[config.mk]
export PLATFORM = sky130hd
export DESIGN_NAME = dcache_load_align
export DESIGN_NICKNAME = d
export VERILOG_FILES = /design/src/dcache_pkg.sv /design/src/dcache_load_align.sv
export SDC_FILE = /design/constraint.sdc
export NUM_CORES = 1
export LEC_CHECK = 0
export BUFFER_PORTS_ARGS = -buffer_cell sky130_fd_sc_hd__buf_2
export CAP_MARGIN = 10
export CELL_PAD_IN_SITES_DETAIL_PLACEMENT = 0
export CELL_PAD_IN_SITES_GLOBAL_PLACEMENT = 1
export CORE_MARGIN = 2
export CORE_UTILIZATION = 25
export DETAILED_ROUTE_END_ITERATION = 6
export PLACE_DENSITY = 0.88
export SLEW_MARGIN = 20
export SYNTH_ARGS = -nofsm -noshare
export SYNTH_HDL_FRONTEND = slang
export SYNTH_SLANG_ARGS = --single-unit
[constraint.sdc]
create_clock -name vclk -period 2.3
set_clock_uncertainty 0.05 [all_clocks]
set_input_delay 0 -clock vclk [all_inputs]
set_output_delay 0 -clock vclk [all_outputs]
set_load 0.03 [all_outputs]
[src/dcache_pkg.sv]
package dcache_pkg;

    localparam int addr_w = 16;
    localparam int arch_w = 32;
    localparam int mem_w = 128;
    localparam int mem_addr_w = addr_w - 4;
    localparam int line_bytes = 64;
    localparam int beats_per_line = 4;
    localparam int line_off_w = 6;

    // bits 1..0 give the access width, bit 2 set means unsigned
    typedef logic [2:0] dtype_t;
    localparam logic [1:0] dw_byte = 2'd0;
    localparam logic [1:0] dw_half = 2'd1;
    localparam logic [1:0] dw_word = 2'd2;

    typedef enum logic {
        rt_read  = 1'b0,
        rt_write = 1'b1
    } rtype_t;

    typedef enum logic [1:0] {
        dc_reset = 2'd0,
        dc_ready = 2'd1,
        dc_miss  = 2'd2,
        dc_evict = 2'd3
    } dc_state_t;

    // set index, left in a full address width; callers cut it down
    function automatic logic [addr_w-1:0] get_idx(input logic [addr_w-1:0] addr,
                                                  input int sets);
        return (addr >> line_off_w) & addr_w'(sets - 1);
    endfunction

    function automatic logic [addr_w-1:0] get_tag(input logic [addr_w-1:0] addr,
                                                  input int idx_bits);
        return addr >> (line_off_w + idx_bits);
    endfunction

    // word within the line
    function automatic logic [line_off_w-3:0] get_word(input logic [addr_w-1:0] addr);
        return addr[line_off_w-1:2];
    endfunction

    function automatic logic [arch_w/8-1:0] get_store_mask(input dtype_t dtype);
        case (dtype[1:0])
            dw_byte: return 4'b0001;
            dw_half: return 4'b0011;
            dw_word: return 4'b1111;
            default: return 4'b0000;
        endcase
    endfunction

endpackage
[src/dcache_load_align.sv]
`timescale 1ns/1ps

module dcache_load_align import dcache_pkg::*; (
    input  logic [arch_w-1:0] rd_word,
    input  logic [addr_w-1:0] rd_addr,
    input  dtype_t            rd_dtype,
    output logic [arch_w-1:0] rsp_data
);

    logic [1:0]  off;
    logic [1:0]  dw;
    logic        uns;
    logic        misaligned;
    logic [7:0]  byte_sel;
    logic [15:0] half_sel;

    assign off = rd_addr[1:0];
    assign dw  = rd_dtype[1:0];
    assign uns = rd_dtype[2];

    // odd half or any offset word gives zero
    assign misaligned = ((dw == dw_half) && off[0]) ||
                        ((dw == dw_word) && (off != 2'd0));

    assign byte_sel = rd_word[{off, 3'b000} +: 8];
    assign half_sel = rd_word[{off[1], 4'b0000} +: 16];

    always_comb begin
        rsp_data = '0;
        if (!misaligned) begin
            case (dw)
                dw_byte: rsp_data = {{24{!uns && byte_sel[7]}}, byte_sel};
                dw_half: rsp_data = {{16{!uns && half_sel[15]}}, half_sel};
                dw_word: rsp_data = rd_word;
                default: rsp_data = '0;
            endcase
        end
    end

endmodule

==> Word level (Yosys, flattened, before mapping) <==
Index checks and enable logic that the tools add are counted.
{ "totals": {"regBits": 0, "latch_bits": 0, "mem_bits_rw": 0, "romBits": 0, "inputBits": 51, "output_inout_bits": 32, "wordCells": 14, "n_memories": 0} }
{ "classes": {"addsub": 0, "n_mul": 0, "n_div": 0, "magnitude_cmp": 0, "eq_ne": 2, "shifts": 2, "mux": 2, "bitwise_logic": 0, "n_reduce_logical": 8} }
{ "ops": {"columns": ["cell", "n"], "rows": [
  ["case mux 32 bit (3 select lines)", 1],
  ["two-way mux 32 bit", 1],
  ["indexed part select 32 x 6 -> 16 bit", 1],
  ["indexed part select 32 x 6 -> 8 bit", 1],
  ["logical AND 1 bit", 4],
  ["== test 2 x 1 -> 1 bit (second input constant)", 1],
  ["== test 2 bit (second input constant)", 1],
  ["logical NOT 2 bit", 1],
  ["nonzero test 2 bit", 1],
  ["logical NOT 1 bit", 1],
  ["logical OR 1 bit", 1]
]} }

==> Logic depth before layout (Yosys ltp) <==
{ "depth": {"word_depth": 4, "ltp_mapped": 7} }

==> Worst setup path before layout <==
No wires, ideal clock.
{ "synth_timing": {"kind": "input to output", "from": "input rd_dtype[1]", "to": "output rsp_data[19]", "arrival_time_ps": 1494, "setup_slack_ps": 756, "path_stages": 6, "n_path_buf": 2, "path_cell_list": "buf_2 > or3b_1 > a2bb2oi_1 > nor2b_4 > buf_6 > a22oi_1"} }
{ "synth_via": {"elab_chain_len": 4, "word_cells_on_any_way": 8} }
{ "synth_rtl": {"columns": ["element", "line", "rtl"], "rows": [
  ["start, declared", "dcache_load_align.sv:6", "input dtype_t rd_dtype,"],
  ["parallel branches: the longest is 3 deep, another holds case mux 32 bit (3 select lines)", null, null],
  ["two-way mux 32 bit *", "dcache_load_align.sv:30", "if (!misaligned) begin"],
  ["end, declared", "dcache_load_align.sv:7", "output logic [arch_w-1:0] rsp_data"]
]} }
Mark *: on every way between the ends.

==> Worst setup path after layout <==
{ "layout_timing": {"from": "input rd_addr[1]", "to": "output rsp_data[28]"} }
{ "layout_via": {"elab_chain_len": 4, "word_cells_on_any_way": 9} }
{ "layout_rtl": {"columns": ["element", "line", "rtl"], "rows": [
  ["start, declared", "dcache_load_align.sv:5", "input logic [addr_w-1:0] rd_addr,"],
  ["indexed part select 32 x 6 -> 16 bit (tied with other cells)", "dcache_load_align.sv:26", "assign half_sel = rd_word[{off[1], 4'b0000} +: 16];"],
  ["logical AND 1 bit, on equally long branches", "dcache_load_align.sv:33, dcache_load_align.sv:23, dcache_load_align.sv:32", null],
  ["case mux 32 bit (3 select lines) / logical OR 1 bit (equally long branches)", "dcache_load_align.sv:31, dcache_load_align.sv:22", null],
  ["two-way mux 32 bit *", "dcache_load_align.sv:30", null]
]} }
Every way passes the cells marked *; elsewhere a longest branch is shown, timed or not.

==> summary.md <==
| Metric | Value |
|---|---|
| Status | completed |
| First-pass GRT wire length | between 5000 and 6000 µm |
| CP endpoint kind | output pin |
| Post-synthesis cell count | 143 |
| Worst Path Max Fanout | 15 |
| Via density | just over 5 |
| Least-Margin Pin Slew | roughly 0.48 ns |
| Mapped Area | 872 µm² |
| Delay-heaviest family, CP | buffers and inverters |
| DRC | 0 |
| PostCTS Resize Cnt | 0 |
| Avg Cell Area, Syn | about 6.1 µm² |
| Dpl cell area | about 1200 µm² |
| Worst rel slew slack | 0.677 |
| Fraction of layout cells with a size suffix above 1 | 0.438 |
| Post-CTS setup buffers | 0 |
| Kind of critical path | in -> out |
| Cell row count | 21 |
| Pwr/cell area | approximately 240 nW/µm² |
| Die span in y | approximately 63 µm |
| Die Footprint | just under 4000 µm² |
| HP Class | in -> out |
| Yosys top cell by area | a22oi_1 |
| Initial Util | 0.261 |
| Top cells by area, synth | a22oi_1 (20%), nand2_1 (15%), mux2_2 (10%), a21oi_1 (9.2%), mux2i_1 (6.9%) |
| ANT nets after route | 0 |
| RSZ-0062 raised after global routing | no |
| Routability Congestion | ~0.75 |
| GRT Overall Usage | 0.159 |
| Die X-Extent | about 63 µm |
| Hold_buf cts | 0 |
| Area of the core | around 3300 µm² |
| Clk_buf instances | 0 |
| IO Port Bufs | a little under 70 |
| Detailed-route wire length per cell | around 13 µm |
| Worst path cell trace | buf_2, mux2_2, a2bb2oi_1, nor2b_4, a22oi_1, buf_2 |
| P_leak | slightly above 0.6 nW |
| Most Frequent Cell on Critical Path | buf_2 |
| Seq cells | 0 |
| Top Ports | 83 |
| Pwr Total | approximately 0.30 mW |
| Net Count, Synth | about 190 |
| Fin. max-slew vios | 0 |
| Buf/Inv on CP | 2 |
| Fin crit share | 0.774 |
| Via count | about 1300 |
| # setup viols final | 0 |
| Max Clock Freq | about 560 MHz |
| Initial antenna violation count | 0 |
| WP data arrival | 1.73 ns |
| Req. time, crit path | 2.25 ns |
| Synth top area share | 0.198 |
| CP startpoint kind | primary input |
| P&R area growth vs syn | 42.5% |
| Register area | 0 µm² |
| Largest net degree at the start of global routing | 31 |
| Register area share after synthesis | 0 |
| Max VDD drop | ~73 µV |
| Min Clock Period, post-route | 1.78 ns |
| YS warnings | 0 |
| Drt first-iter violations | 68 |
| Final hold violation count | 0 |
| Smallest hold slack | between 0.3 and 0.4 ns |
| Critical-path top delay cell | nor2b_4 |
| Nets | roughly 260 |
| Most frequent cell after synthesis | nand2_1 |
| Max_cap viols | 0 |
| Number of global-route vias before repair | between 1000 and 1500 |
| Setup TNS | 0 ns |
| CP peak stage delay | approximately 0.43 ns |
| Synth unique cells | 28 |
| GRT overflow | 0 |
| DP Wirelength | roughly 2500 µm |
| Fin area | 1240 µm² |
| Antenna Cells | 0 |
| Post-synth top cells | nand2_1 (34), a22oi_1 (23), a21oi_1 (16), mux2_2 (8) |
| Final wirelength | between 3000 and 4000 µm |
| Pre-Repair DR Iteration Count | 4 |
## final timing paths
path	slack [ns]	depth (start not counted)	startpoint	endpoint
max	0.52	6	rd_addr[1]	rsp_data[28]
min	0.33	4	rd_word[26]	rsp_data[26]
## per-stage QoR
stage          utilization  setup slack, ns  instances
2_1_floorplan            -            0.756        143
3_3_place_gp         0.372            0.553        249
3_5_place_dp         0.372            0.523        249
4_1_cts              0.372            0.510        249
5_1_grt              0.372            0.352        249
6_report             0.372            0.519        249
## report_power, final
group	leakage [nW]	switching [mW]	internal, mW
registers	0	0	0
clock network	0	0	0
logic	0.613	0.189	0.107
## area by class of cell
class                      count  area (µm²)
fill                         376        2090
inverter                       4        15.0
timing repair buffer          75         390
multi-input combinational    124         779
tap                           46        57.6
## layer usage
metal,wire [µm],part of all wire,global-route usage
met4,0,0,0
met1,1420,0.43,0.212
met5,0,0,0
met3,213,0.065,0.0143
met2,1640,0.50,0.293
## kinds of logic (layout without fill, tap and decap cells)
group,after synthesis,count (layout),share of synthesized area
and+or+nand+nor,60,60,0.330
AOI/OAI and AO/OA,50,50,0.389
muxes,14,14,0.172
buffers and inverters,19,79,0.109
## cells in the final DEF, fill, tap and decap left out, types with 2 or more instances in the layout
| cell type | netlist | layout |
|---|---|---|
| mux2i_1 | 6 | 6 |
| buf_4 | 0 | 6 |
| inv_1 | 4 | 4 |
| nor4_1 | 2 | 2 |
| mux2_2 | 8 | 8 |
| a21oi_1 | 16 | 16 |
| nor3_1 | 6 | 6 |
| a22oi_1 | 23 | 23 |
| a221oi_1 | 5 | 5 |
| buf_2 | 6 | 69 |
| nor2_1 | 6 | 6 |
| o221ai_1 | 2 | 2 |
| nand2_1 | 34 | 34 |
| nor2b_1 | 3 | 2 |
| o21ai_0 | 2 | 2 |
No activity file was read; power rests on OpenSTA's default activity.
