`config.mk`:
```
export PLATFORM = sky130hd
export DESIGN_NAME = dcache_lookup
export DESIGN_NICKNAME = d
export VERILOG_FILES = /design/src/dcache_pkg.sv /design/src/dcache_lookup.sv
export SDC_FILE = /design/constraint.sdc
export NUM_CORES = 1
export LEC_CHECK = 0
export ABC_AREA = 1
export BUFFER_PORTS_ARGS = -buffer_cell sky130_fd_sc_hd__buf_2
export CAP_MARGIN = 40
export CORE_MARGIN = 2
export CORE_UTILIZATION = 40
export CTS_BUF_LIST = sky130_fd_sc_hd__clkbuf_16
export CTS_CLUSTER_DIAMETER = 80
export DETAILED_ROUTE_END_ITERATION = 16
export PLACE_DENSITY = 0.82
export SLEW_MARGIN = 10
export SYNTH_ARGS = -nofsm -noshare
export SYNTH_HDL_FRONTEND = slang
export SYNTH_SLANG_ARGS = --single-unit
export TNS_END_PERCENT = 30
```
`constraint.sdc`:
```
create_clock -name clk -period 4.99 [get_ports clk]
set_input_delay 0.2495 -clock clk [delete_from_list [all_inputs] [get_ports clk]]
set_output_delay 0.2495 -clock clk [all_outputs]
set_load 0.1 [all_outputs]
```
`src/dcache_pkg.sv`:
```
package dcache_pkg;

    localparam int addr_w = 16;
    localparam int arch_w = 32;
    localparam int mem_w = 128;
    localparam int mem_addr_w = addr_w - 4;
    localparam int line_bytes = 64;
    localparam int beats_per_line = 4;
    localparam int line_off_w = 6;

    // bits 1..0 give the access width, bit 2 set means unsigned
    typedef logic [2:0] dtype_t;
    localparam logic [1:0] dw_byte = 2'd0;
    localparam logic [1:0] dw_half = 2'd1;
    localparam logic [1:0] dw_word = 2'd2;

    typedef enum logic {
        rt_read  = 1'b0,
        rt_write = 1'b1
    } rtype_t;

    typedef enum logic [1:0] {
        dc_reset = 2'd0,
        dc_ready = 2'd1,
        dc_miss  = 2'd2,
        dc_evict = 2'd3
    } dc_state_t;

    // set index, left in a full address width; callers cut it down
    function automatic logic [addr_w-1:0] get_idx(input logic [addr_w-1:0] addr,
                                                  input int sets);
        return (addr >> line_off_w) & addr_w'(sets - 1);
    endfunction

    function automatic logic [addr_w-1:0] get_tag(input logic [addr_w-1:0] addr,
                                                  input int idx_bits);
        return addr >> (line_off_w + idx_bits);
    endfunction

    // word within the line
    function automatic logic [line_off_w-3:0] get_word(input logic [addr_w-1:0] addr);
        return addr[line_off_w-1:2];
    endfunction

    function automatic logic [arch_w/8-1:0] get_store_mask(input dtype_t dtype);
        case (dtype[1:0])
            dw_byte: return 4'b0001;
            dw_half: return 4'b0011;
            dw_word: return 4'b1111;
            default: return 4'b0000;
        endcase
    endfunction

endpackage
```
`src/dcache_lookup.sv`:
```
`timescale 1ns/1ps

module dcache_lookup import dcache_pkg::*; #(
    parameter int sets = 4,
    localparam int idx_bits = $clog2(sets),
    localparam int idx_w = (sets > 1) ? idx_bits : 1,
    localparam int tag_w = (addr_w - line_off_w - idx_bits > 0) ?
                           (addr_w - line_off_w - idx_bits) : 1
) (
    input  logic              clk,
    input  logic              rst,
    input  logic              req_valid,
    input  logic              req_ready,
    input  logic [addr_w-1:0] req_addr,
    input  logic [arch_w-1:0] req_wdata,
    input  dtype_t            req_dtype,
    input  rtype_t            req_rtype,
    input  logic              line_valid,
    input  logic              line_dirty,
    input  logic [tag_w-1:0]  line_tag,
    output logic [idx_w-1:0]  look_idx,
    output logic              look_hit,
    output logic              acc_q,
    output logic              hit_q,
    output logic              dirty_q,
    output logic [addr_w-1:0] addr_q,
    output logic [arch_w-1:0] wdata_q,
    output dtype_t            dtype_q,
    output rtype_t            rtype_q
);

    logic             acc;
    logic [tag_w-1:0] look_tag;

    assign acc = req_valid && req_ready;

    // tag compare against the set addressed by the incoming request
    assign look_idx = idx_w'(get_idx(req_addr, sets));
    assign look_tag = tag_w'(get_tag(req_addr, idx_bits));
    assign look_hit = line_valid && (line_tag == look_tag);

    always_ff @(posedge clk) begin
        if (rst) begin
            acc_q <= 1'b0;
        end else begin
            acc_q <= acc;
        end
    end

    // decoded request, only meaningful while acc_q is high
    always_ff @(posedge clk) begin
        if (acc) begin
            hit_q   <= look_hit;
            dirty_q <= line_dirty;
            addr_q  <= req_addr;
            wdata_q <= req_wdata;
            dtype_q <= req_dtype;
            rtype_q <= req_rtype;
        end
    end

endmodule

```
---- After elaboration in Yosys (flattened, before gate mapping) ----
Index checks and enable logic that the tools add are counted.
operators by class
  reductions and logical operators ........ 2
  equality and inequality tests ........... 1
operators with widths
  operator             number
  8-bit equality test  1
  1-bit logical AND    2
word-level totals
  output and inout bits ................... 58
  register bits ........................... 55
  bits of input ports ..................... 66
  word-level logic and storage cells ...... 10

---- Depth between registers and ports, before layout ----
Gate-level depths: netlist (run 1).
  word-level depth ........................ 2
  mapped depth ............................ 6
  depth with buffers taken out ............ 6

---- Worst setup path after synthesis (run 1) ----
No wires, ideal clock.
  path type ............................... input to register
  from .................................... input req_valid
  to ...................................... register addr_q[0], enable pin
  arrival time ............................ 1.362 ns
  path buffers ............................ 0
  data required time ...................... 4.582 ns
  path slack .............................. 3.220 ns
  setup time .............................. 0.408 ns
  cell stages on the path ................. 2
  cells stage by stage .................... nand2_1 inv_1
between the ends
  cells in the longest elaborated chain, start to end .. 1
ends and longest elaborated chain
  item                  line                 source
  from (decl)           dcache_lookup.sv:12  input logic req_valid,
  1-bit logical AND     dcache_lookup.sv:35  assign acc = req_valid && req_ready;
  net acc               dcache_lookup.sv:32  logic acc;
  to (signal assigned)  dcache_lookup.sv:55  addr_q <= req_addr;
  to (decl)             dcache_lookup.sv:26  output logic [addr_w-1:0] addr_q,
The timed path passes the listed nets, and every way through them passes these cells.
A chain may end at the register's enable or synchronous reset.

---- Worst setup path in the final report (run 1) ----
  from .................................... input req_addr[9]
  to ...................................... output look_hit
between the ends
  cells in the longest elaborated chain, start to end .. 2
ends and longest elaborated chain
  item                 line                 source
  from (decl)          dcache_lookup.sv:14  input logic [addr_w-1:0] req_addr,
  8-bit equality test  dcache_lookup.sv:40  assign look_hit = line_valid && (line_tag == look_tag);
  1-bit logical AND    dcache_lookup.sv:40
  to (decl)            dcache_lookup.sv:22  output logic look_hit,
No other way between the ends.

==> results of run 1 <==
[where the power goes]
part | switching, mW | internal, mW | leakage (nW)
Combinational | 0.254 | 0.0429 | 0.617
Sequential | 0.00657 | 0.541 | 0.514
Clock | 0.142 | 0.234 | 0.0759
[per-layer routing]
layer,track usage,wire length (µm)
met5,0,0
met3,0.0478,455
met1,0.160,1340
met4,0.0440,16
met2,0.269,2020
[worst max-delay path: stages]
cell and delay (ns):
buf_2 0.10, inv_2 0.04, nand2_1 0.05, nand2_1 0.05, nor2_1 0.09, nand3_1 0.10
nor2_2 0.10, buf_2 0.43
[final timing paths]
| kind | start | end | slack (ns) |
|---|---|---|---|
| max | req_addr[9] | look_hit | 3.53 |
| min | rst | acc_q$_SDFF_PP0_ | 0.12 |
[kinds of logic after synthesis]
logic type                share of synthesized area
buffers and inverters                        0.0310
AOI/OAI and AO/OA                           0.00413
and+or+nand+nor                              0.0523
xor gates and xnor gates                    0.00964
DFF                                           0.903
[cells in the final DEF (no fill, tap or decap)]
cell type and instances:
nand2_1 16, nor2_2 1, clkinvlp_4 1, buf_2 123, clkbuf_16 5, inv_1 9, nand3_1 2, bufinv_16 1
inv_2 2, buf_12 1, xnor2_1 2, nor2_1 5, edfxtp_1 54, dfxtp_1 1, o21a_1 1
[final cells by class]
cell class	instances	area (µm²)
fillers	338	1690
flip-flops and latches	55	1640
repair buffers	124	636
clock buffers	5	125
multi-input cells	27	120
well taps	52	65.1
inverters	11	41.3
clock inverters	2	37.5
[registers in the layout, indices dropped and copies added, names as in the netlist]
register and flops:
dtype_q 3, rtype_q 1, hit_q 1, acc_q 1
wdata_q 32, addr_q 16, dirty_q 1
==> flow_summary.json, run 1 <==
{
  "synth.most_common_cell": "edfxtp_1",
  "synth-edff-count": 54,
  "io_buffers": 123,
  "setup_tns_ns": 0,
  "drc": 0,
  "instances_no_fill": 276,
  "synth_area_um2": 1820,
  "leakage_nw": 1.21,
  "place_congestion": 0.700,
  "drt-wirelength-per-cell_um": 13.9,
  "cts_sinks": 55,
  "dp_cells": 269,
  "grt_first_pass_wirelength_um": 5540,
  "cts_tree": "built",
  "ys_warn_count": 0,
  "syn-num-nets": 161,
  "synthCells": 95,
  "synthTopCellsByArea": "edfxtp_1 (89%), nand2_1 (3.3%), inv_1 (2.1%), dfxtp_1 (1.1%), nor2_1 (1.0%)",
  "cts_resized": 0,
  "ctsRootBufferMaster": "clkbuf_16",
  "status": "finished clean",
  "coreArea_um2": 4350,
  "holdCritPathClass": "in2reg",
  "placed_cell_area_um2": 2500,
  "synth_commonest_cells": "edfxtp_1 (54), nand2_1 (16), inv_1 (10)",
  "clk_pin_slew_worst_paths_ns": 0.06,
  "worst_pin_slew_ns": 0.517,
  "cp.required_ns": 4.74,
  "utilization": 0.612,
  "grt-ovfl-total": 0,
  "initial_core_util": 0.418,
  "cap_violations": 0,
  "fin_area_um2": 2670,
  "relSlewSlack": 0.655,
  "nets": 290,
  "grt_start_max_net_pins": 32,
  "area_growth_pct": 46.7,
  "startpoint_type": "primary input",
  "whs_path_depth": 2,
  "ys_seq_elements": 55,
  "cp.arrival_ns": 1.21,
  "timing.hold.ws_ns": 0.120,
  "die_h_um": 71.4,
  "die-area_um2": 5100,
  "setup_violations": 0,
  "die_w_um": 71.4,
  "synth_flop_cell": "edfxtp_1",
  "finalHoldViolations": 0,
  "row_count": 24,
  "async_flop_share": 0,
  "worst_setup_path_end_kind": "output port",
  "period_share": 0.293,
  "io_pins": 124,
  "post-dp-hpwl_um": 3030,
  "rsz0062_at_grt": "no",
  "ys_seq_area_frac": 0.903,
  "num_vias": 1221,
  "htree_levels": 2,
  "drt_iter0_drc": 115,
  "drt_wl_total_um": 3830,
  "dr.pass1.iters": 4,
  "peakVddDrop_uv": 238,
  "antennaDiodeCount": 0,
  "dp_slack_ns": 3.51,
  "slew_violations": 0,
  "ys_types": 11,
  "power_mw": 1.22,
  "fin_crit_ns": 1.46,
  "cts_hold_buf": 0,
  "cts_buffers": 5,
  "ant_nets": 0,
  "postSynthAreaPerCell_um2": 19.1,
  "yosysTopAreaCellShare": 0.892,
  "setup_slack_ns": 3.53,
  "power.density_nw_per_um2": 458,
  "antenna_found_initial": 0,
  "path_class": "in2out",
  "grtUsageTotal": 0.146,
  "crit_fanout": 2,
  "synth_area_leader_cell": "edfxtp_1",
  "post_cts_buffers": 0,
  "clk_path_buf_depth": 2,
  "timing.fmax_ghz": 0.683,
  "routed_via_density": 4.42,
  "drive_gt1_frac": 0.598,
  "grt_pass1_vias": 1160
}
(Power assumes the default switching activity.)
==> inputs of run 2 (changes only) <==
- clock period: 4.99 -> 1.4 ns (I/O delays scaled with it)
==> flow_summary.json, run 2 (synthesized netlist as in run 1, its figures left out) <==
{
  "wl_met1_um": 1820,
  "startpoint_type": "primary input",
  "power_mw": 4.51,
  "cts_resized": 0,
  "largestRegisters": "wdata_q: 32 flops, addr_q: 16 flops, dtype_q: 3 flops",
  "num_vias": 1452,
  "fin_crit_ns": 1.20,
  "drt_iter0_drc": 58,
  "hold_path_end": "acc_q$_SDFF_PP0_",
  "rsz0062_at_grt": "no",
  "cts_buffers": 5,
  "whs_path_depth": 3,
  "routed_via_density": 4.40,
  "io_pins": 124,
  "status": "finished clean",
  "coreArea_um2": 4350,
  "post-dp-hpwl_um": 2900,
  "antennaDiodeCount": 0,
  "grt_first_pass_wirelength_um": 7550,
  "timing.fmax_ghz": 0.832,
  "initial_core_util": 0.418,
  "hp-start": "req_ready",
  "crit_fanout": 2,
  "antenna_found_initial": 0,
  "ctsRootBufferMaster": "clkbuf_16",
  "clk_pin_slew_worst_paths_ns": 0.06,
  "top_layer": "met4",
  "row_count": 24,
  "ant_nets": 0,
  "grtUsageTotal": 0.202,
  "worst_pin_slew_ns": 0.503,
  "power.density_nw_per_um2": 1400,
  "grt_start_max_net_pins": 55,
  "die_h_um": 71.4,
  "holdCritPathClass": "in2reg",
  "dr.pass1.iters": 4,
  "dr_wl_met3_um": 502,
  "grt-ovfl-total": 0,
  "wl_met2_um": 2690,
  "timing.hold.ws_ns": 0.0627,
  "drive_gt1_frac": 0.482,
  "htree_levels": 2,
  "slew_violations": 0,
  "largest_register_ffs": 32,
  "worst_setup_path_end_kind": "output port",
  "place_congestion": 0.705,
  "drt_wl_total_um": 5090,
  "cts_sinks": 55,
  "die_w_um": 71.4,
  "io_buffers": 123,
  "peakVddDrop_uv": 633,
  "cp.arrival_ns": 1.13,
  "cts_tree": "built",
  "nets": 344,
  "layout_commonest_cell": "buf_2",
  "clk_path_buf_depth": 2,
  "area_growth_pct": 77.4,
  "finalHoldViolations": 0,
  "period_share": 0.858,
  "cp.required_ns": 1.33,
  "grt_pass1_vias": 1455,
  "utilization": 0.741,
  "leakage_nw": 1.43,
  "drc": 0,
  "path_class": "in2out",
  "largest_register": "wdata_q",
  "setup_violations": 0,
  "drt-wirelength-per-cell_um": 15.4,
  "final_cell_mix": "buf_2 (122), edfxtp_1 (54), dlygate4sd3_1 (54), nand2_1 (16), inv_1 (9)",
  "cap_violations": 0,
  "die-area_um2": 5100,
  "relSlewSlack": 0.667
}
-- run 2: cell types whose count changed in the layout (fill, tap and decap cells not counted) --
cell	previous run	this run
buf_2	123	122
dlygate4sd3_1	0	54
clkinvlp_4	1	2
buf_12	1	2
inv_2	2	1
-- run 2: worst max-delay path, stage by stage --
cell           delay [ns]
dlygate4sd3_1        0.53
buf_2                0.11
buf_2                0.42
-- run 2: metrics by stage --
step	std cells	worst slack (ns)	TNS, ns	area [µm²]
after floorplan	95	-0.105	-0.105	1820
after global placement	269	0.465	0	2520
after detailed placement	269	0.451	0	2520
after CTS	330	0.205	0	3230
after global routing	330	0.178	0	3230
final	330	0.198	0	3230
-- run 2: final cells by class --
type	instances	area (µm²)
clock buffer	5	125
clock inverter	2	37.5
fill	253	1130
inverter	11	45.0
multi-input combinational	27	120
sequential	55	1640
tap	52	65.1
timing repair buffer	178	1190
-- run 2: how the worst max path moves through the flow --
stage / start / endpoint / slack [ns] / depth (start not counted)
after CTS: req_addr[6] / look_idx[0] / 0.21 / 3
final: req_addr[7] / look_idx[1] / 0.20 / 3
after global placement: req_addr[9] / look_hit / 0.46 / 8
after detailed placement: req_valid / wdata_q[5]$_DFFE_PP_ / 0.45 / 4
after floorplan: req_addr[9] / hit_q$_DFFE_PP_ / -0.11 / 6
after global routing: req_addr[7] / look_idx[1] / 0.18 / 3
-- run 2: power breakdown --
part           total (mW)  internal, mW  leakage (nW)  switching (mW)
Clock                1.36         0.833        0.0759           0.528
Sequential           1.96          1.93         0.514          0.0297
Combinational        1.19         0.253         0.840           0.936
-- run 2: metal layers --
layer,global-route usage,up-vias
met5,0,-
met3,0.0703,10
met4,0.0629,0
li1,-,697
met2,0.361,79
met1,0.227,666
-- run 2: repair_timing --
item                      4_1_cts  5_1_grt
hold buffers                   54        0
hold endpoints to repair       54        0
buffers inserted                0        0
