==> src/dcache_pkg.sv <==
package dcache_pkg;

    localparam int addr_w = 16;
    localparam int arch_w = 32;
    localparam int mem_w = 128;
    localparam int mem_addr_w = addr_w - 4;
    localparam int line_bytes = 64;
    localparam int beats_per_line = 4;
    localparam int line_off_w = 6;

    // bits 1..0 give the access width, bit 2 set means unsigned
    typedef logic [2:0] dtype_t;
    localparam logic [1:0] dw_byte = 2'd0;
    localparam logic [1:0] dw_half = 2'd1;
    localparam logic [1:0] dw_word = 2'd2;

    typedef enum logic {
        rt_read  = 1'b0,
        rt_write = 1'b1
    } rtype_t;

    typedef enum logic [1:0] {
        dc_reset = 2'd0,
        dc_ready = 2'd1,
        dc_miss  = 2'd2,
        dc_evict = 2'd3
    } dc_state_t;

    // set index, left in a full address width; callers cut it down
    function automatic logic [addr_w-1:0] get_idx(input logic [addr_w-1:0] addr,
                                                  input int sets);
        return (addr >> line_off_w) & addr_w'(sets - 1);
    endfunction

    function automatic logic [addr_w-1:0] get_tag(input logic [addr_w-1:0] addr,
                                                  input int idx_bits);
        return addr >> (line_off_w + idx_bits);
    endfunction

    // word within the line
    function automatic logic [line_off_w-3:0] get_word(input logic [addr_w-1:0] addr);
        return addr[line_off_w-1:2];
    endfunction

    function automatic logic [arch_w/8-1:0] get_store_mask(input dtype_t dtype);
        case (dtype[1:0])
            dw_byte: return 4'b0001;
            dw_half: return 4'b0011;
            dw_word: return 4'b1111;
            default: return 4'b0000;
        endcase
    endfunction

endpackage
==> src/dcache_ctrl.sv <==
`timescale 1ns/1ps

module dcache_ctrl import dcache_pkg::*; #(
    parameter int sets = 4,
    localparam int idx_bits = $clog2(sets),
    localparam int idx_w = (sets > 1) ? idx_bits : 1,
    localparam int tag_w = (addr_w - line_off_w - idx_bits > 0) ?
                           (addr_w - line_off_w - idx_bits) : 1,
    localparam int beat_w = $clog2(beats_per_line)
) (
    input  logic                  clk,
    input  logic                  rst,
    input  logic                  req_valid,
    input  logic [addr_w-1:0]     req_addr,
    input  logic [arch_w-1:0]     req_wdata,
    input  dtype_t                req_dtype,
    input  rtype_t                req_rtype,
    input  logic                  look_hit,
    input  logic                  acc_q,
    input  logic                  hit_q,
    input  logic                  dirty_q,
    input  logic [addr_w-1:0]     addr_q,
    input  logic [arch_w-1:0]     wdata_q,
    input  dtype_t                dtype_q,
    input  rtype_t                rtype_q,
    input  logic [tag_w-1:0]      victim_tag,
    input  logic                  mem_rsp_valid,
    output logic                  req_ready,
    output logic                  rsp_valid,
    output logic                  mem_r_valid,
    output logic [mem_addr_w-1:0] mem_r_addr,
    output logic                  mem_w_valid,
    output logic [mem_addr_w-1:0] mem_w_addr,
    output logic [beat_w-1:0]     beat_sel,
    output logic                  fill_en,
    output logic [idx_w-1:0]      fill_idx,
    output logic [tag_w-1:0]      fill_tag,
    output logic                  store_en,
    output logic [addr_w-1:0]     store_addr,
    output logic [arch_w-1:0]     store_wdata,
    output dtype_t                store_dtype,
    output logic [addr_w-1:0]     rd_addr,
    output dtype_t                rd_dtype
);

    dc_state_t         state;
    dc_state_t         state_nx;
    logic [addr_w-1:0] pend_addr;
    logic [arch_w-1:0] pend_wdata;
    dtype_t            pend_dtype;
    rtype_t            pend_rtype;
    logic              miss_seen;
    logic              acc_store_hit;
    logic              fill_last;
    logic              serve_q;
    logic              repl_q;
    logic [beat_w-1:0] w_cnt;
    logic [beat_w-1:0] f_cnt;
    logic [beat_w:0]   r_cnt;
    logic [addr_w-1:0] vic_base;

    // a registered request that missed holds the core off
    assign miss_seen = (state == dc_ready) && acc_q && !hit_q;
    assign req_ready = (state == dc_ready) && !(acc_q && !hit_q);
    assign rsp_valid = (state == dc_ready) &&
                       ((acc_q && hit_q && (rtype_q == rt_read)) || serve_q);

    always_ff @(posedge clk) begin
        if (rst) begin
            state <= dc_reset;
        end else begin
            state <= state_nx;
        end
    end

    always_comb begin
        state_nx = state;
        case (state)
            dc_reset: state_nx = dc_ready;
            dc_ready: begin
                if (miss_seen) begin
                    state_nx = dirty_q ? dc_evict : dc_miss;
                end
            end
            dc_evict: begin
                if (w_cnt == beat_w'(beats_per_line - 1)) begin
                    state_nx = dc_miss;
                end
            end
            dc_miss: begin
                // a store needs one extra cycle to merge into the new line
                if (pend_rtype == rt_write) begin
                    if (repl_q) begin
                        state_nx = dc_ready;
                    end
                end else if (fill_last) begin
                    state_nx = dc_ready;
                end
            end
            default: state_nx = dc_reset;
        endcase
    end

    always_ff @(posedge clk) begin
        if (miss_seen) begin
            pend_addr  <= addr_q;
            pend_wdata <= wdata_q;
            pend_dtype <= dtype_q;
            pend_rtype <= rtype_q;
        end
    end

    always_ff @(posedge clk) begin
        if (rst) begin
            serve_q <= 1'b0;
            repl_q  <= 1'b0;
            w_cnt   <= '0;
            f_cnt   <= '0;
        end else begin
            serve_q <= fill_last && (pend_rtype == rt_read);
            repl_q  <= fill_last && (pend_rtype == rt_write);
            if (mem_w_valid) begin
                w_cnt <= w_cnt + 1'b1;
            end
            if (fill_en) begin
                f_cnt <= f_cnt + 1'b1;
            end
        end
    end

    // counts issued read beats, msb set once the whole line is requested
    always_ff @(posedge clk) begin
        if (rst || (state == dc_ready)) begin
            r_cnt <= '0;
        end else if (mem_r_valid) begin
            r_cnt <= r_cnt + 1'b1;
        end
    end

    assign fill_idx = idx_w'(get_idx(pend_addr, sets));
    assign fill_tag = tag_w'(get_tag(pend_addr, idx_bits));
    assign vic_base = (addr_w'(victim_tag) << (line_off_w + idx_bits)) |
                      (addr_w'(fill_idx) << line_off_w);

    // the first read beat goes out together with the last writeback beat
    assign mem_w_valid = (state == dc_evict);
    assign mem_w_addr  = {vic_base[addr_w-1:line_off_w], w_cnt};
    assign mem_r_valid = ((state == dc_evict) && (w_cnt == beat_w'(beats_per_line - 1))) ||
                         ((state == dc_miss) && !r_cnt[beat_w]);
    assign mem_r_addr  = {pend_addr[addr_w-1:line_off_w], r_cnt[beat_w-1:0]};

    assign beat_sel  = (state == dc_evict) ? w_cnt : f_cnt;
    assign fill_en   = mem_rsp_valid && (state == dc_miss);
    assign fill_last = fill_en && (f_cnt == beat_w'(beats_per_line - 1));

    // store hits write at acceptance, a missed store is replayed after the fill
    assign acc_store_hit = req_valid && req_ready && look_hit && (req_rtype == rt_write);
    assign store_en      = acc_store_hit || repl_q;
    assign store_addr    = acc_store_hit ? req_addr : pend_addr;
    assign store_wdata   = acc_store_hit ? req_wdata : pend_wdata;
    assign store_dtype   = acc_store_hit ? req_dtype : pend_dtype;

    assign rd_addr  = serve_q ? pend_addr : addr_q;
    assign rd_dtype = serve_q ? pend_dtype : dtype_q;

endmodule

==> config.mk <==
export PLATFORM = sky130hd
export DESIGN_NAME = dcache_ctrl
export DESIGN_NICKNAME = d
export VERILOG_FILES = /design/src/dcache_pkg.sv /design/src/dcache_ctrl.sv
export SDC_FILE = /design/constraint.sdc
export NUM_CORES = 1
export LEC_CHECK = 0
export CORE_UTILIZATION = 28
export DETAILED_ROUTE_END_ITERATION = 7
export DONT_BUFFER_PORTS = 1
export PLACE_DENSITY = 0.47
export SYNTH_ARGS = -nofsm -noshare
export SYNTH_HDL_FRONTEND = slang
export SYNTH_SLANG_ARGS = --single-unit
export TNS_END_PERCENT = 20
==> constraint.sdc <==
create_clock -name clk -period 4.4 [get_ports clk]
set_input_delay 0 -clock clk [delete_from_list [all_inputs] [get_ports clk]]
set_output_delay 0 -clock clk [all_outputs]
set_load 0.01 [all_outputs]
* Yosys cells after proc, flatten, opt, wreduce, memory -nomap -nowiden
Index checks and enable logic that the tools add are counted.
Word-level totals: register bits 63, input port bits 120, output and inout bits 112, logic and storage cells 63
Cells by class: $add $sub $neg 3, equal/unequal tests 9, muxes and demuxes 13, bitwise gates (word level) 3, reduce and logical (&&, ||, !) cells 25
Operators with widths (count):
- $mux 16 | 2
- $mux 32 | 1
- $logic_and 1x1->1 | 16
- $or 16x8->16 | 1
- $mux 2 | 6
- $eq 2x2->1 const B | 4
- $pmux 2 s4 | 1
- $mux 3 | 2
- $ne 3x3->1 const B | 2
- $add 2x1->2 const B | 2
- $logic_or 1x1->1 | 4
- $reduce_and 4->1 | 1
- $add 3x1->3 const B | 1
- $logic_not 1->1 | 3
- $eq 2x1->1 const B | 1
- $logic_not 2->1 | 1
- $ne 2x1->1 const B | 1
- $ne 2x2->1 const B | 1
- $not 1->1 | 2
- $mux 1 | 1

* Depth between registers and ports, before layout
word-level depth 8, depth in mapped cells 6, gate-level depth less buffers 4

* Worst setup path before layout
Ideal clock, no wire load.
path type register to register, from register state[1], to register pend_addr[0] (enable), data arrival time 2.873 ns, slack 1.065 ns, cell stages (with the launch flop) 5, clock period less this slack 3.335 ns, cell sequence dfxtp_1 -> buf_6 -> nand2b_4 -> buf_6 -> nor2_1
Between the ends: word-level cells in the longest chain between the ends 3
Ends and longest elaborated chain:
- from (decl) | RTL line dcache_ctrl.sv:46 | dc_state_t state;
- from (signal assigned) | RTL line dcache_ctrl.sv:70 | state <= dc_reset;
- from (signal assigned) | RTL line dcache_ctrl.sv:72 | state <= state_nx;
- $eq 2x1->1 | RTL line dcache_ctrl.sv:63 | assign miss_seen = (state == dc_ready) && acc_q && !hit_q;
- $logic_and 1x1->1 (2 in a row) | RTL line dcache_ctrl.sv:63
- named net miss_seen | RTL line dcache_ctrl.sv:52 | logic miss_seen;
- to (signal assigned) | RTL line dcache_ctrl.sv:106 | pend_addr <= addr_q;
- to (decl) | RTL line dcache_ctrl.sv:48 | logic [addr_w-1:0] pend_addr;
The timed path passes the listed nets, and every way through them passes these cells. A chain may end at the register's enable or synchronous reset.

* Worst setup path in the final report
from register state[0], to output port store_wdata[14]
Between the ends: word-level cells in the longest chain between the ends 6
Ends and longest elaborated chain:
- $eq 2x1->1 | RTL line dcache_ctrl.sv:64 | assign req_ready = (state == dc_ready) && !(acc_q && !hit_q);
- $logic_and 1x1->1 | RTL line dcache_ctrl.sv:64
- $logic_and 1x1->1 (3 in a row) | RTL line dcache_ctrl.sv:157 | assign acc_store_hit = req_valid && req_ready && look_hit && (req_rtype == rt_write);
- $mux 32 | RTL line dcache_ctrl.sv:160 | assign store_wdata = acc_store_hit ? req_wdata : pend_wdata;
- to (decl) | RTL line dcache_ctrl.sv:40 | output logic [arch_w-1:0] store_wdata,
No other way between the ends.

==> results.toml <==
[yosys]
async_flop_share = 0
yosysTopAreaCellShare = 0.478
synth.most_common_cell = "mux2_2"
synth_largest_area_cell = "edfxtp_1"
synth_edf_count = 52
synth_area_mm2 = 0.00327
syn_area_per_cell_um2 = 14.2
ys.flop_type = "edfxtp_1"
synth_area_leaders = "edfxtp_1, mux2_2, buf_4"
synth-seq-cells = 63
syn_nets = 353
ys_top_cells_by_count = "mux2_2, edfxtp_1, buf_4"
ys_seq_area_frac = 0.546
yosys_warnings = 0
post_synth_num_cell_types = 32
synthCells = 230

[layout]
final_cells = 405
insertedDiodeCount = 0
drive_above_1_share = 0.324
multi_input_area_mm2 = 0.00114
num-fill-cells = 1146
register_area_mm2 = 0.00178
finish.net_count = 380
finalCoreUtilization = 0.348
area_growth_pct = 21.3

[timing]
hold_slack_ps = 0.00365
worst_slew_pin_slew_ps = 1110
slew_violations = 0
relSlewSlack = 0.261
setup_viol = 0
fin_setup_tns_ps = 0
hold_viol_final = 0
max_freq_ghz = 0.355
rsz0062_at_grt = "false"
finClkSkew_ps = 8.85
fin_crit_ps = 2820
period_share = 0.641

[pwr]
seqPwrFrac = 0.476
internal_power_w = 0.00113
swShare = 0.214
power_density_mw_per_mm2 = 362
p_comb_frac = 0.087
power.switching_w = 0.000307
ir_drop_uv = 142
p_leak_nw = 1.36
pwr-share-clk = 0.437

[critical_path]
cp.arrival_ps = 2820
worstReg2RegEnd = "pend_wdata[1]$_DFFE_PP_"
startpoint_type = "flip-flop"
r2r_start = "state[0]$_SDFFE_PP0P_"
cp-endpoint = "store_wdata[14]"
critical_path_class = "flip-flop to primary output"
worstPathMaxFanout = 32
reg2reg_depth = 3
end_kind = "primary output"
crit_start = "state[0]$_SDFFE_PP0P_"
r2r_slack_ps = 2300
required_ps = 4400

[global_route]
grt_pass1_wl_um = 9760
grt_pass1_vias = 1869
gr-total-overflow = 0
grt_usage = 0.115
antenna_found_initial = 0
grt_max_degree = 33

[outcome]
status = "finished, final reports clean"

[floorplan]
die_y_um = 110
die_area_mm2 = 0.0121
die_w_um = 110
rows = 39
pin_count = 232
core_area_mm2 = 0.0114
initial_core_util = 0.287

[clock_network]
cts.htree.levels = 3
cts_made_buffers = 9
postCtsHoldBufs = 56
cts-root-buf = "clkbuf_16"
clk_latency_ps = 320
cts_tree = "yes"
path_clk_slew_ps = 50
clock_path_buffers = 2
cts.sinks = 63
cts_resized = 0
postCtsSetupRepairBufs = 0

[detailed_routing]
drt-total-wl_um = 7380
post_drt_wl_per_cell_um = 18.2
viasPerCell = 4.82
vias = 1951
drt-pass1-iter-count = 4
drtIter0Drc = 66
ant_nets = 0
drc_errors = 0

[placement]
dp.cells = 333
portBuffers = 0
gp_congestion = 0.707
hpwl_um = 5160

[job]
maxCapViolCount = 0

[min_path]
min_path_type = "input pin to primary output"
[per-stage QoR]
step                      setup slack, ps  cell area (um2)  total power [W]
after detailed placement             1870             3140         0.000780
after floorplan                      1060             3270         0.000786
after global placement               1980             3140         0.000780
after global routing                 1330             3960          0.00150
after CTS                            1510             3960          0.00146
final                                1580             3960          0.00144
[area by class of cell]
cell class / instances / share of cell area
timing repair buffer: 58 / 0.145
clock buffer: 14 / 0.0641
multi-input combinational: 120 / 0.288
sequential: 63 / 0.450
tap: 143 / 0.0452
inverter: 5 / 0.00474
clock inverter: 2 / 0.00253
[power by group through the flow]
stage | registers [W] | clock network (W) | logic (W)
floorplan | 0.000688 | 0 | 0.0000981
global placement | 0.000695 | 0 | 0.0000842
detailed placement | 0.000696 | 0 | 0.0000837
CTS | 0.000684 | 0.000653 | 0.000127
global route | 0.000686 | 0.000679 | 0.000137
finish | 0.000684 | 0.000627 | 0.000125
[kinds of logic after synthesis]
kind of cell	after synthesis	share of synthesized area
multiplexers	74	0.254
XOR/XNOR	2	0.00536
buffers and inverters	47	0.107
AO/OA/AOI/OAI	13	0.0253
AND/OR/NAND/NOR	28	0.0510
flip-flops	63	0.546
adder cells (fa/ha/maj)	3	0.0115
[state kept, by name (all words and copies together) (netlist names)]
| name | flops |
|---|---|
| f_cnt | 2 |
| pend_addr | 16 |
| pend_dtype | 3 |
| pend_rtype | 1 |
| pend_wdata | 32 |
| r_cnt | 3 |
| repl_q | 1 |
| serve_q | 1 |
| state | 2 |
| w_cnt | 2 |
[layer usage]
layer | vias to the layer above | GRT usage | wire length, um
met4 | 0 | 0.0600 | 112
met3 | 8 | 0.0570 | 807
li1 | 873 | - | -
met1 | 941 | 0.118 | 2670
met2 | 129 | 0.193 | 3780
met5 | - | 0 | 0
[critical path: stages, from the launching register on]
cell,delay (ps)
dfxtp_1,500
nand2b_4,150
nor3_4,880
buf_4,510
mux2_2,420
[cells in the final DEF (no fill, tap or decap), types with 2 or more instances in the layout]
cell type,n
mux2_1,6
nor2_1,7
o21ai_0,3
xor2_1,2
clkbuf_16,9
mux2_2,66
nand2_1,3
buf_4,2
nand3_1,6
clkbuf_1,4
clkinv_2,2
nand3b_1,3
dlygate4sd3_1,56
edfxtp_1,52
ha_1,3
dfxtp_1,11
inv_1,5
a21oi_1,4
mux2i_1,2
[how the worst min path moves through the flow]
stage / slack (ps) / cells after the start / end / start
after floorplan: 90 / 1 / mem_w_addr[10] / victim_tag[6]
after global routing: 0.02 / 0 / mem_w_addr[6] / victim_tag[2]
after CTS: 0.07 / 0 / mem_w_addr[9] / victim_tag[5]
after detailed placement: 0.07 / 0 / mem_w_addr[9] / victim_tag[5]
final: 0.004 / 0 / mem_w_addr[10] / victim_tag[6]
after global placement: 0.07 / 0 / mem_w_addr[9] / victim_tag[5]
Power figures use the tool's default switching activity.
