## config.mk

```make
export PLATFORM = sky130hd
export DESIGN_NAME = dcache_line_store
export DESIGN_NICKNAME = d
export VERILOG_FILES = /design/src/dcache_pkg.sv /design/src/dcache_line_store.sv
export SDC_FILE = /design/constraint.sdc
export NUM_CORES = 2
export LEC_CHECK = 0
export BUFFER_PORTS_ARGS = -buffer_cell sky130_fd_sc_hd__buf_4
export CORE_MARGIN = 2
export CORE_UTILIZATION = 50
export CTS_BUF_LIST = sky130_fd_sc_hd__clkbuf_4 sky130_fd_sc_hd__clkbuf_8 sky130_fd_sc_hd__clkbuf_16
export DETAILED_ROUTE_END_ITERATION = 8
export PLACE_DENSITY = 0.66
export RECOVER_POWER = 25
export SLEW_MARGIN = 20
export SYNTH_ARGS = -nofsm -noshare
export SYNTH_HDL_FRONTEND = slang
export SYNTH_SLANG_ARGS = --single-unit
```

## constraint.sdc

```tcl
create_clock -name clk -period 6.1 [get_ports clk]
set_input_delay 1.83 -clock clk [delete_from_list [all_inputs] [get_ports clk]]
set_output_delay 1.83 -clock clk [all_outputs]
set_load 0.01 [all_outputs]
```

## src/dcache_pkg.sv

```systemverilog
package dcache_pkg;

    localparam int addr_w = 16;
    localparam int arch_w = 32;
    localparam int mem_w = 128;
    localparam int mem_addr_w = addr_w - 4;
    localparam int line_bytes = 64;
    localparam int beats_per_line = 4;
    localparam int line_off_w = 6;

    // bits 1..0 give the access width, bit 2 set means unsigned
    typedef logic [2:0] dtype_t;
    localparam logic [1:0] dw_byte = 2'd0;
    localparam logic [1:0] dw_half = 2'd1;
    localparam logic [1:0] dw_word = 2'd2;

    typedef enum logic {
        rt_read  = 1'b0,
        rt_write = 1'b1
    } rtype_t;

    typedef enum logic [1:0] {
        dc_reset = 2'd0,
        dc_ready = 2'd1,
        dc_miss  = 2'd2,
        dc_evict = 2'd3
    } dc_state_t;

    // set index, left in a full address width; callers cut it down
    function automatic logic [addr_w-1:0] get_idx(input logic [addr_w-1:0] addr,
                                                  input int sets);
        return (addr >> line_off_w) & addr_w'(sets - 1);
    endfunction

    function automatic logic [addr_w-1:0] get_tag(input logic [addr_w-1:0] addr,
                                                  input int idx_bits);
        return addr >> (line_off_w + idx_bits);
    endfunction

    // word within the line
    function automatic logic [line_off_w-3:0] get_word(input logic [addr_w-1:0] addr);
        return addr[line_off_w-1:2];
    endfunction

    function automatic logic [arch_w/8-1:0] get_store_mask(input dtype_t dtype);
        case (dtype[1:0])
            dw_byte: return 4'b0001;
            dw_half: return 4'b0011;
            dw_word: return 4'b1111;
            default: return 4'b0000;
        endcase
    endfunction

endpackage
```

## src/dcache_line_store.sv

```systemverilog
`timescale 1ns/1ps

module dcache_line_store import dcache_pkg::*; #(
    parameter int sets = 4,
    localparam int idx_bits = $clog2(sets),
    localparam int idx_w = (sets > 1) ? idx_bits : 1,
    localparam int tag_w = (addr_w - line_off_w - idx_bits > 0) ?
                           (addr_w - line_off_w - idx_bits) : 1,
    localparam int beat_w = $clog2(beats_per_line)
) (
    input  logic              clk,
    input  logic              rst,
    input  logic [idx_w-1:0]  look_idx,
    input  logic              fill_en,
    input  logic [idx_w-1:0]  fill_idx,
    input  logic [tag_w-1:0]  fill_tag,
    input  logic [beat_w-1:0] beat_sel,
    input  logic [mem_w-1:0]  mem_rsp_data,
    input  logic              store_en,
    input  logic [addr_w-1:0] store_addr,
    input  logic [arch_w-1:0] store_wdata,
    input  dtype_t            store_dtype,
    input  logic [addr_w-1:0] rd_addr,
    output logic              line_valid,
    output logic              line_dirty,
    output logic [tag_w-1:0]  line_tag,
    output logic [tag_w-1:0]  victim_tag,
    output logic [mem_w-1:0]  mem_w_data,
    output logic [arch_w-1:0] rd_word
);

    logic [tag_w-1:0]          tag_arr [sets];
    logic [line_bytes*8-1:0]   data_arr [sets];
    logic [sets-1:0]           valid_arr;
    logic [sets-1:0]           dirty_arr;
    logic                      fill_last;
    logic [idx_w-1:0]          st_idx;
    logic [line_off_w-3:0]     st_word;
    logic [arch_w/8-1:0]       st_mask;
    logic [arch_w-1:0]         st_data;
    logic [idx_w-1:0]          rd_idx;
    logic [line_off_w-3:0]     rd_wsel;

    assign fill_last = fill_en && (beat_sel == beat_w'(beats_per_line - 1));

    // byte lanes follow the low address bits
    assign st_idx  = idx_w'(get_idx(store_addr, sets));
    assign st_word = get_word(store_addr);
    assign st_mask = get_store_mask(store_dtype) << store_addr[1:0];
    assign st_data = store_wdata << {store_addr[1:0], 3'b000};

    always_ff @(posedge clk) begin
        if (rst) begin
            valid_arr <= '0;
            dirty_arr <= '0;
        end else begin
            if (fill_last) begin
                valid_arr[fill_idx] <= 1'b1;
                dirty_arr[fill_idx] <= 1'b0;
            end
            if (store_en) begin
                dirty_arr[st_idx] <= 1'b1;
            end
        end
    end

    always_ff @(posedge clk) begin
        if (fill_en) begin
            data_arr[fill_idx][beat_sel*mem_w +: mem_w] <= mem_rsp_data;
        end
        if (fill_last) begin
            tag_arr[fill_idx] <= fill_tag;
        end
        if (store_en) begin
            for (int b = 0; b < arch_w/8; b++) begin
                if (st_mask[b]) begin
                    data_arr[st_idx][st_word*arch_w + b*8 +: 8] <= st_data[b*8 +: 8];
                end
            end
        end
    end

    assign line_valid = valid_arr[look_idx];
    assign line_dirty = dirty_arr[look_idx];
    assign line_tag   = tag_arr[look_idx];

    // victim side reads the set of the pending request
    assign victim_tag = tag_arr[fill_idx];
    assign mem_w_data = data_arr[fill_idx][beat_sel*mem_w +: mem_w];

    assign rd_idx  = idx_w'(get_idx(rd_addr, sets));
    assign rd_wsel = get_word(rd_addr);
    assign rd_word = data_arr[rd_idx][rd_wsel*arch_w +: arch_w];

endmodule

```

After elaboration in Yosys (flattened, before gate mapping)

Memory sizes are Yosys's and may differ from the RTL's.
Cells that the tools add are included.

Add/sub/neg operators: 8
Bitwise gates (word level): 1540
Magnitude comparators: 5
Reductions and logical operators: 4
Shift operators: 14
Multiplexer cells: 1564
Equal/unequal tests: 3

Operators by type and width:

| operator                     | count |
|---|---|
| $mux W512                    | 5 |
| $shift A8 B34 Y512 const A   | 4 |
| $shiftx A8 B34 Y512          | 4 |
| $mux W1                      | 1551 |
| $or A1 B1 Y1                 | 1536 |
| $shift A128 B34 Y512 const A | 1 |
| $shiftx A128 B34 Y512        | 1 |
| $shiftx A512 B10 Y128        | 1 |
| $shiftx A512 B10 Y32         | 1 |
| $neg A10 Y34                 | 3 |
| $neg A9 Y34                  | 2 |
| $shl A32 B5 Y32              | 1 |
| $add A9 B5 Y10 const B       | 2 |
| $mux W4                      | 3 |
| $pmux W4 S3                  | 1 |
| $add A9 B4 Y10 const B       | 1 |
| $lt A2 B3 Y1 const B         | 3 |
| $or A4 B4 Y4                 | 2 |
| $and A4 B4 Y4                | 1 |
| $bmux W1 S2                  | 2 |
| $demux W1 S2                 | 2 |
| $eq A2 B2 Y1 const B         | 2 |
| $ge A2 B1 Y1 const B         | 2 |
| $not A4 Y4                   | 1 |
| 4 further kinds              | 6 |

Bits in writable memories: 2080
Output and inout bits: 178
Memories kept: 2
Flip-flop bits (word level): 8

Memories:

| memory   | words | bits a word | rd ports | clocked after Yosys merged registers in | wr ports | line                    | text |
|---|---|---|---|---|---|---|---|
| data_arr | 4     | 512         | 2        | 0                                       | 2        | dcache_line_store.sv:33 | `logic [line_bytes*8-1:0] data_arr [sets];` |
| tag_arr  | 4     | 8           | 2        | 0                                       | 1        | dcache_line_store.sv:32 | `logic [tag_w-1:0] tag_arr [sets];` |

Logic depth before layout (Yosys ltp)

Word-level depth: 10
Mapped depth: 11

Least setup slack after synthesis

OpenSTA, ideal clock, no wires.

Kind: input-to-output
Start point: in fill_idx[0]
End point: out mem_w_data[46]
Stages on the path: 5
Required time: 4270 ps
Path buffers: 3
Setup slack: 455 ps
Arrival time: 3815 ps
Path through: clkbuf_1 -> clkbuf_1 -> clkbuf_1 -> mux4_2 -> mux4_2

Longest elaborated chain between the ends: 2

RTL lines:

| item                  | line                    | text |
|---|---|---|
| start: declaration    | dcache_line_store.sv:15 | `input logic [idx_w-1:0] fill_idx,` |
| $mem_v2 Z4 W512       | n/a                     |  |
| $shiftx A512 B10 Y128 | dcache_line_store.sv:89 | `assign mem_w_data = data_arr[fill_idx][beat_sel*mem_w +: mem_w];` |
| end: declaration      | dcache_line_store.sv:28 | `output logic [mem_w-1:0] mem_w_data,` |

Every way passes these cells.

Worst setup path in the final report

Start point: in rd_addr[6]
End point: out rd_word[26]

Longest elaborated chain between the ends: 2

RTL lines:

| item                 | line                    | text |
|---|---|---|
| start: declaration   | dcache_line_store.sv:23 | `input logic [addr_w-1:0] rd_addr,` |
| $mem_v2 Z4 W512      | n/a                     |  |
| $shiftx A512 B10 Y32 | dcache_line_store.sv:93 | `assign rd_word = data_arr[rd_idx][rd_wsel*arch_w +: arch_w];` |
| end: declaration     | dcache_line_store.sv:29 | `output logic [arch_w-1:0] rd_word` |

Every way passes these cells.

==> PnR_summary.wiki <==
{| class="wikitable"
! Metric !! Value
|-
| Synth area leaders || edfxtp_1, mux4_2, mux2i_1, nand2_1, clkbuf_1
|-
| Starting density of the core || 50.34%
|-
| IO buf count || 371
|-
| Filler instances || 19390
|-
| Final worst hold slack || 446.3 ps
|-
| Worst path top cell family by delay || multiplexers
|-
| Highest ir drop seen on vdd || 241.7 uV
|-
| Number of sinks on the clock net || 2088
|-
| Worst stage delay on the critical path || 550 ps
|-
| Relative slew slack || -124.7%
|-
| Number of routed nets with antenna violations || 0
|-
| Overflow left after global routing || 0
|-
| CP required || 4270 ps
|-
| Startpoint kind of the worst setup timing path || input pin
|-
| Floorplan die area || 0.2520 mm2
|-
| Sum of internal, switching and leakage power || 0.03415 W
|-
| First-pass GRT wire length || 660400 um
|-
| Antenna violations before repair || 38
|-
| Worst slack at placement || -382.0 ps
|-
| H-tree lvl count || 4
|-
| Max Transition Viols Final || 310
|-
| Final net count || 8923
|-
| Row count || 182
|-
| Number of enable flip-flop cells after synthesis || 2080
|-
| Gpl congestion || 0.9566
|-
| Core Area || 0.2464 mm2
|-
| Cell accounting for the most synthesized area || edfxtp_1
|-
| Worst path buffer plus inverter count || 5
|-
| Count of distinct cell types in the synthesized netlist || 57
|-
| Hold buffer count at cts || 0
|-
| Number of hold violations in the final report || 0
|-
| Smallest setup slack after layout || -58.40 ps
|-
| Share of layout cells above drive strength 1 || 31.86%
|-
| DR vias || 87210
|-
| Worst Path Max Fanout || 7
|-
| Number of nets in the synthesized netlist || 8245
|-
| Slowest library cell on the worst path || mux4_2
|-
| Via count of the first global-routing pass || 85000
|-
| Cell area after synthesis || 0.1240 mm2
|-
| Remaining design rule violation count || 0
|-
| Area grow syn2layout || 15.10%
|-
| Post-detail-place hpwl || 344900 um
|-
| Kind of critical path || in2out
|-
| Worst EP arrival || 4330 ps
|-
| Library cell used as clock root buffer || clkbuf_16
|-
| Synth warn || 0
|-
| Clock network latency to the later pin of the worst-skew pair || 910 ps
|-
| Pin count of the biggest net entering global routing || 81
|-
| Most used cell along the critical path || buf_4
|-
| Crit path capture type || output pin
|-
| Top-Level Pins || 391
|-
| Power density cells || 239.2 mW/mm2
|-
| Total of flip-flops plus latches after synthesis || 2088
|-
| Number of standard cells after synthesis || 8019
|-
| TritonCTS clock tree || yes
|-
| Transition at the pin with the smallest max-transition slack || 3370 ps
|-
| Final worst clock skew || 0 ps
|-
| Final cell utilization of the core || 57.93%
|-
| Area taken by multi-input logic gates || 0.05917 mm2
|-
| DR pass1 iterations || 6
|-
| Flip-flop cell with the highest count after synthesis || edfxtp_1
|-
| Horizontal die dimension || 502.0 um
|-
| Clock buffers created by TritonCTS || 228
|-
| Clock-pin slew on the worst setup and hold paths || 60 ps
|-
| Final cycle utilization of the critical path || 101.0%
|-
| Die H || 502.0 um
|-
| Async SR Flop Fraction || 0%
|-
| Final setup violation count || 38
|-
| Violated checks || capacitance limit, slew limit, setup timing
|-
| Unrepaired setup endpoints after global routing || yes
|-
| Min-delay worst type || reg2reg
|-
| Maximum root-to-sink buffer count || 3
|-
| Average cell area after synthesis || 15.47 um2
|-
| Sequential fraction of the synthesis area || 50.49%
|-
| Average detailed-routed wire length per instance || 39.40 um
|-
| Fmax || 162.4 MHz
|-
| Number of design-rule violations left by the first detailed-router iteration || 13400
|-
| Total Routing Usage GR || 37.76%
|-
| Status || finished with violations
|-
| Max-cap check violation count || 10
|-
| Synth top area share || 50.36%
|-
| Sequential cell area || 0.06262 mm2
|-
| Cell Chain, Critical Path || buf_16 > buf_4 > buf_16 > buf_4 > mux4_2 > mux4_2 > and2_1 > a211oi_2 > a21oi_1 > buf_4
|-
| Overall routed net length || 481800 um
|-
| Via-to-Cell Ratio || 7.132
|-
| Final critical path time including I/O delays and setup || 6158 ps
|-
| Reported leakage power || 48.53 nW
|}
-- what timing repair did --
action                     4_1_cts  5_1_grt
buffers inserted                12       29
pin swaps                        3        5
cloned                           3        1
gates resized for setup         58       29
setup endpoints to repair       29       24
-- logic make-up (layout without fill, tap and decap cells) --
logic type | Yosys count | count (layout) | synth area share, %
muxes | 3372 | 3372 | 39.66
and+or+nand+nor | 1573 | 1573 | 5.807
other | 0 | 31 | 0
buffers and inverters | 672 | 1539 | 2.366
AOI/OAI and AO/OA | 300 | 300 | 1.542
xor gates and xnor gates | 1 | 1 | 0.007063
adders and majority gates | 13 | 13 | 0.1312
DFF | 2088 | 2088 | 50.49
-- worst paths after layout --
kind / start / end / slack (ps) / depth (start not counted)
worst max-delay path: rd_addr[6] / rd_word[26] / -60 / 10
worst min-delay path: valid_arr[1] / valid_arr[1] / 450 / 2
worst max register to register: dirty_arr[1] / dirty_arr[1] / 5380 / 2
worst min register to register: valid_arr[1] / valid_arr[1] / 450 / 2
-- Yosys cell counts, types with 19 or more instances --
cell type	count
nand3_1	154
edfxtp_1	2080
buf_4	33
mux4_2	1230
buf_1	74
nor2_1	46
or2_2	19
nor2b_1	21
and2_1	25
o21ai_0	95
o211ai_1	26
a211oi_1	29
buf_2	134
mux2i_1	2109
clkbuf_1	389
nor3_2	37
o31ai_1	33
nand2b_1	32
inv_1	22
nand4_1	45
a22oi_1	27
nor3_1	62
nand2_1	1064
mux2_2	33
a21oi_1	53
-- worst reg2reg max path: stages (launching register included) --
cell     delay [ps]
dfxtp_1         330
a22oi_1          80
nor2_1          240
-- metal layers --
layer  wire length (um)  vias up  global-route usage [%]
li1                   -    34110                       -
met1             170600    45080                   50.81
met2             212400     6788                   55.27
met3              68230     1206                   11.06
met4              30370       22                   20.73
met5                157        -                       0
-- final cells by class --
cell class	instances	area share (%)
multi-input cells	5259	41.45
well taps	3312	2.903
clock inverters	140	0.8055
inverters	26	0.07713
clock buffers	279	4.277
flip-flops and latches	2088	43.87
repair buffers	1094	6.564
diodes	31	0.05434
-- power by group --
group          switching [W]  internal [W]  leakage, nW
Clock                0.00608       0.00768         3.61
Sequential          0.000147        0.0161         15.3
Combinational        0.00262       0.00156         29.6
-- sequential cells by signal, indices dropped and copies added (netlist names) --
register and cells:
valid_arr 4, data_arr 2048, dirty_arr 4, tag_arr 32
-- per-stage QoR --
stage	cells	area [um2]	setup TNS (ps)
final	12230	142700	-1197
after floorplan	8019	124000	0
after detailed placement	11740	135100	-3801
after global routing	12210	142700	-403.1
after global placement	11740	135100	-3848
after CTS	12170	142800	-191.3
-- layout by cell type, fill, tap and decap left out, types with 17 or more instances in the layout --
cell type and count:
clkinv_2 38, buf_12 99, a211oi_1 17, nand4_1 45, clkinv_1 66, mux2_2 33
o31ai_1 32, o211ai_1 26, diode_2 31, clkbuf_16 230, mux4_2 1230, nand2_1 1061
edfxtp_1 2080, o21ai_0 93, nand3_1 143, clkbuf_4 50, clkbuf_1 104, a21oi_1 36
nor2b_1 17, nand2b_1 30, nor3_1 33, a22oi_1 27, mux2i_1 2106, nor2_2 23
buf_4 855, nor3_2 62, nor2_1 33, inv_1 21, and2_1 23
No activity file was read; power rests on OpenSTA's default activity.
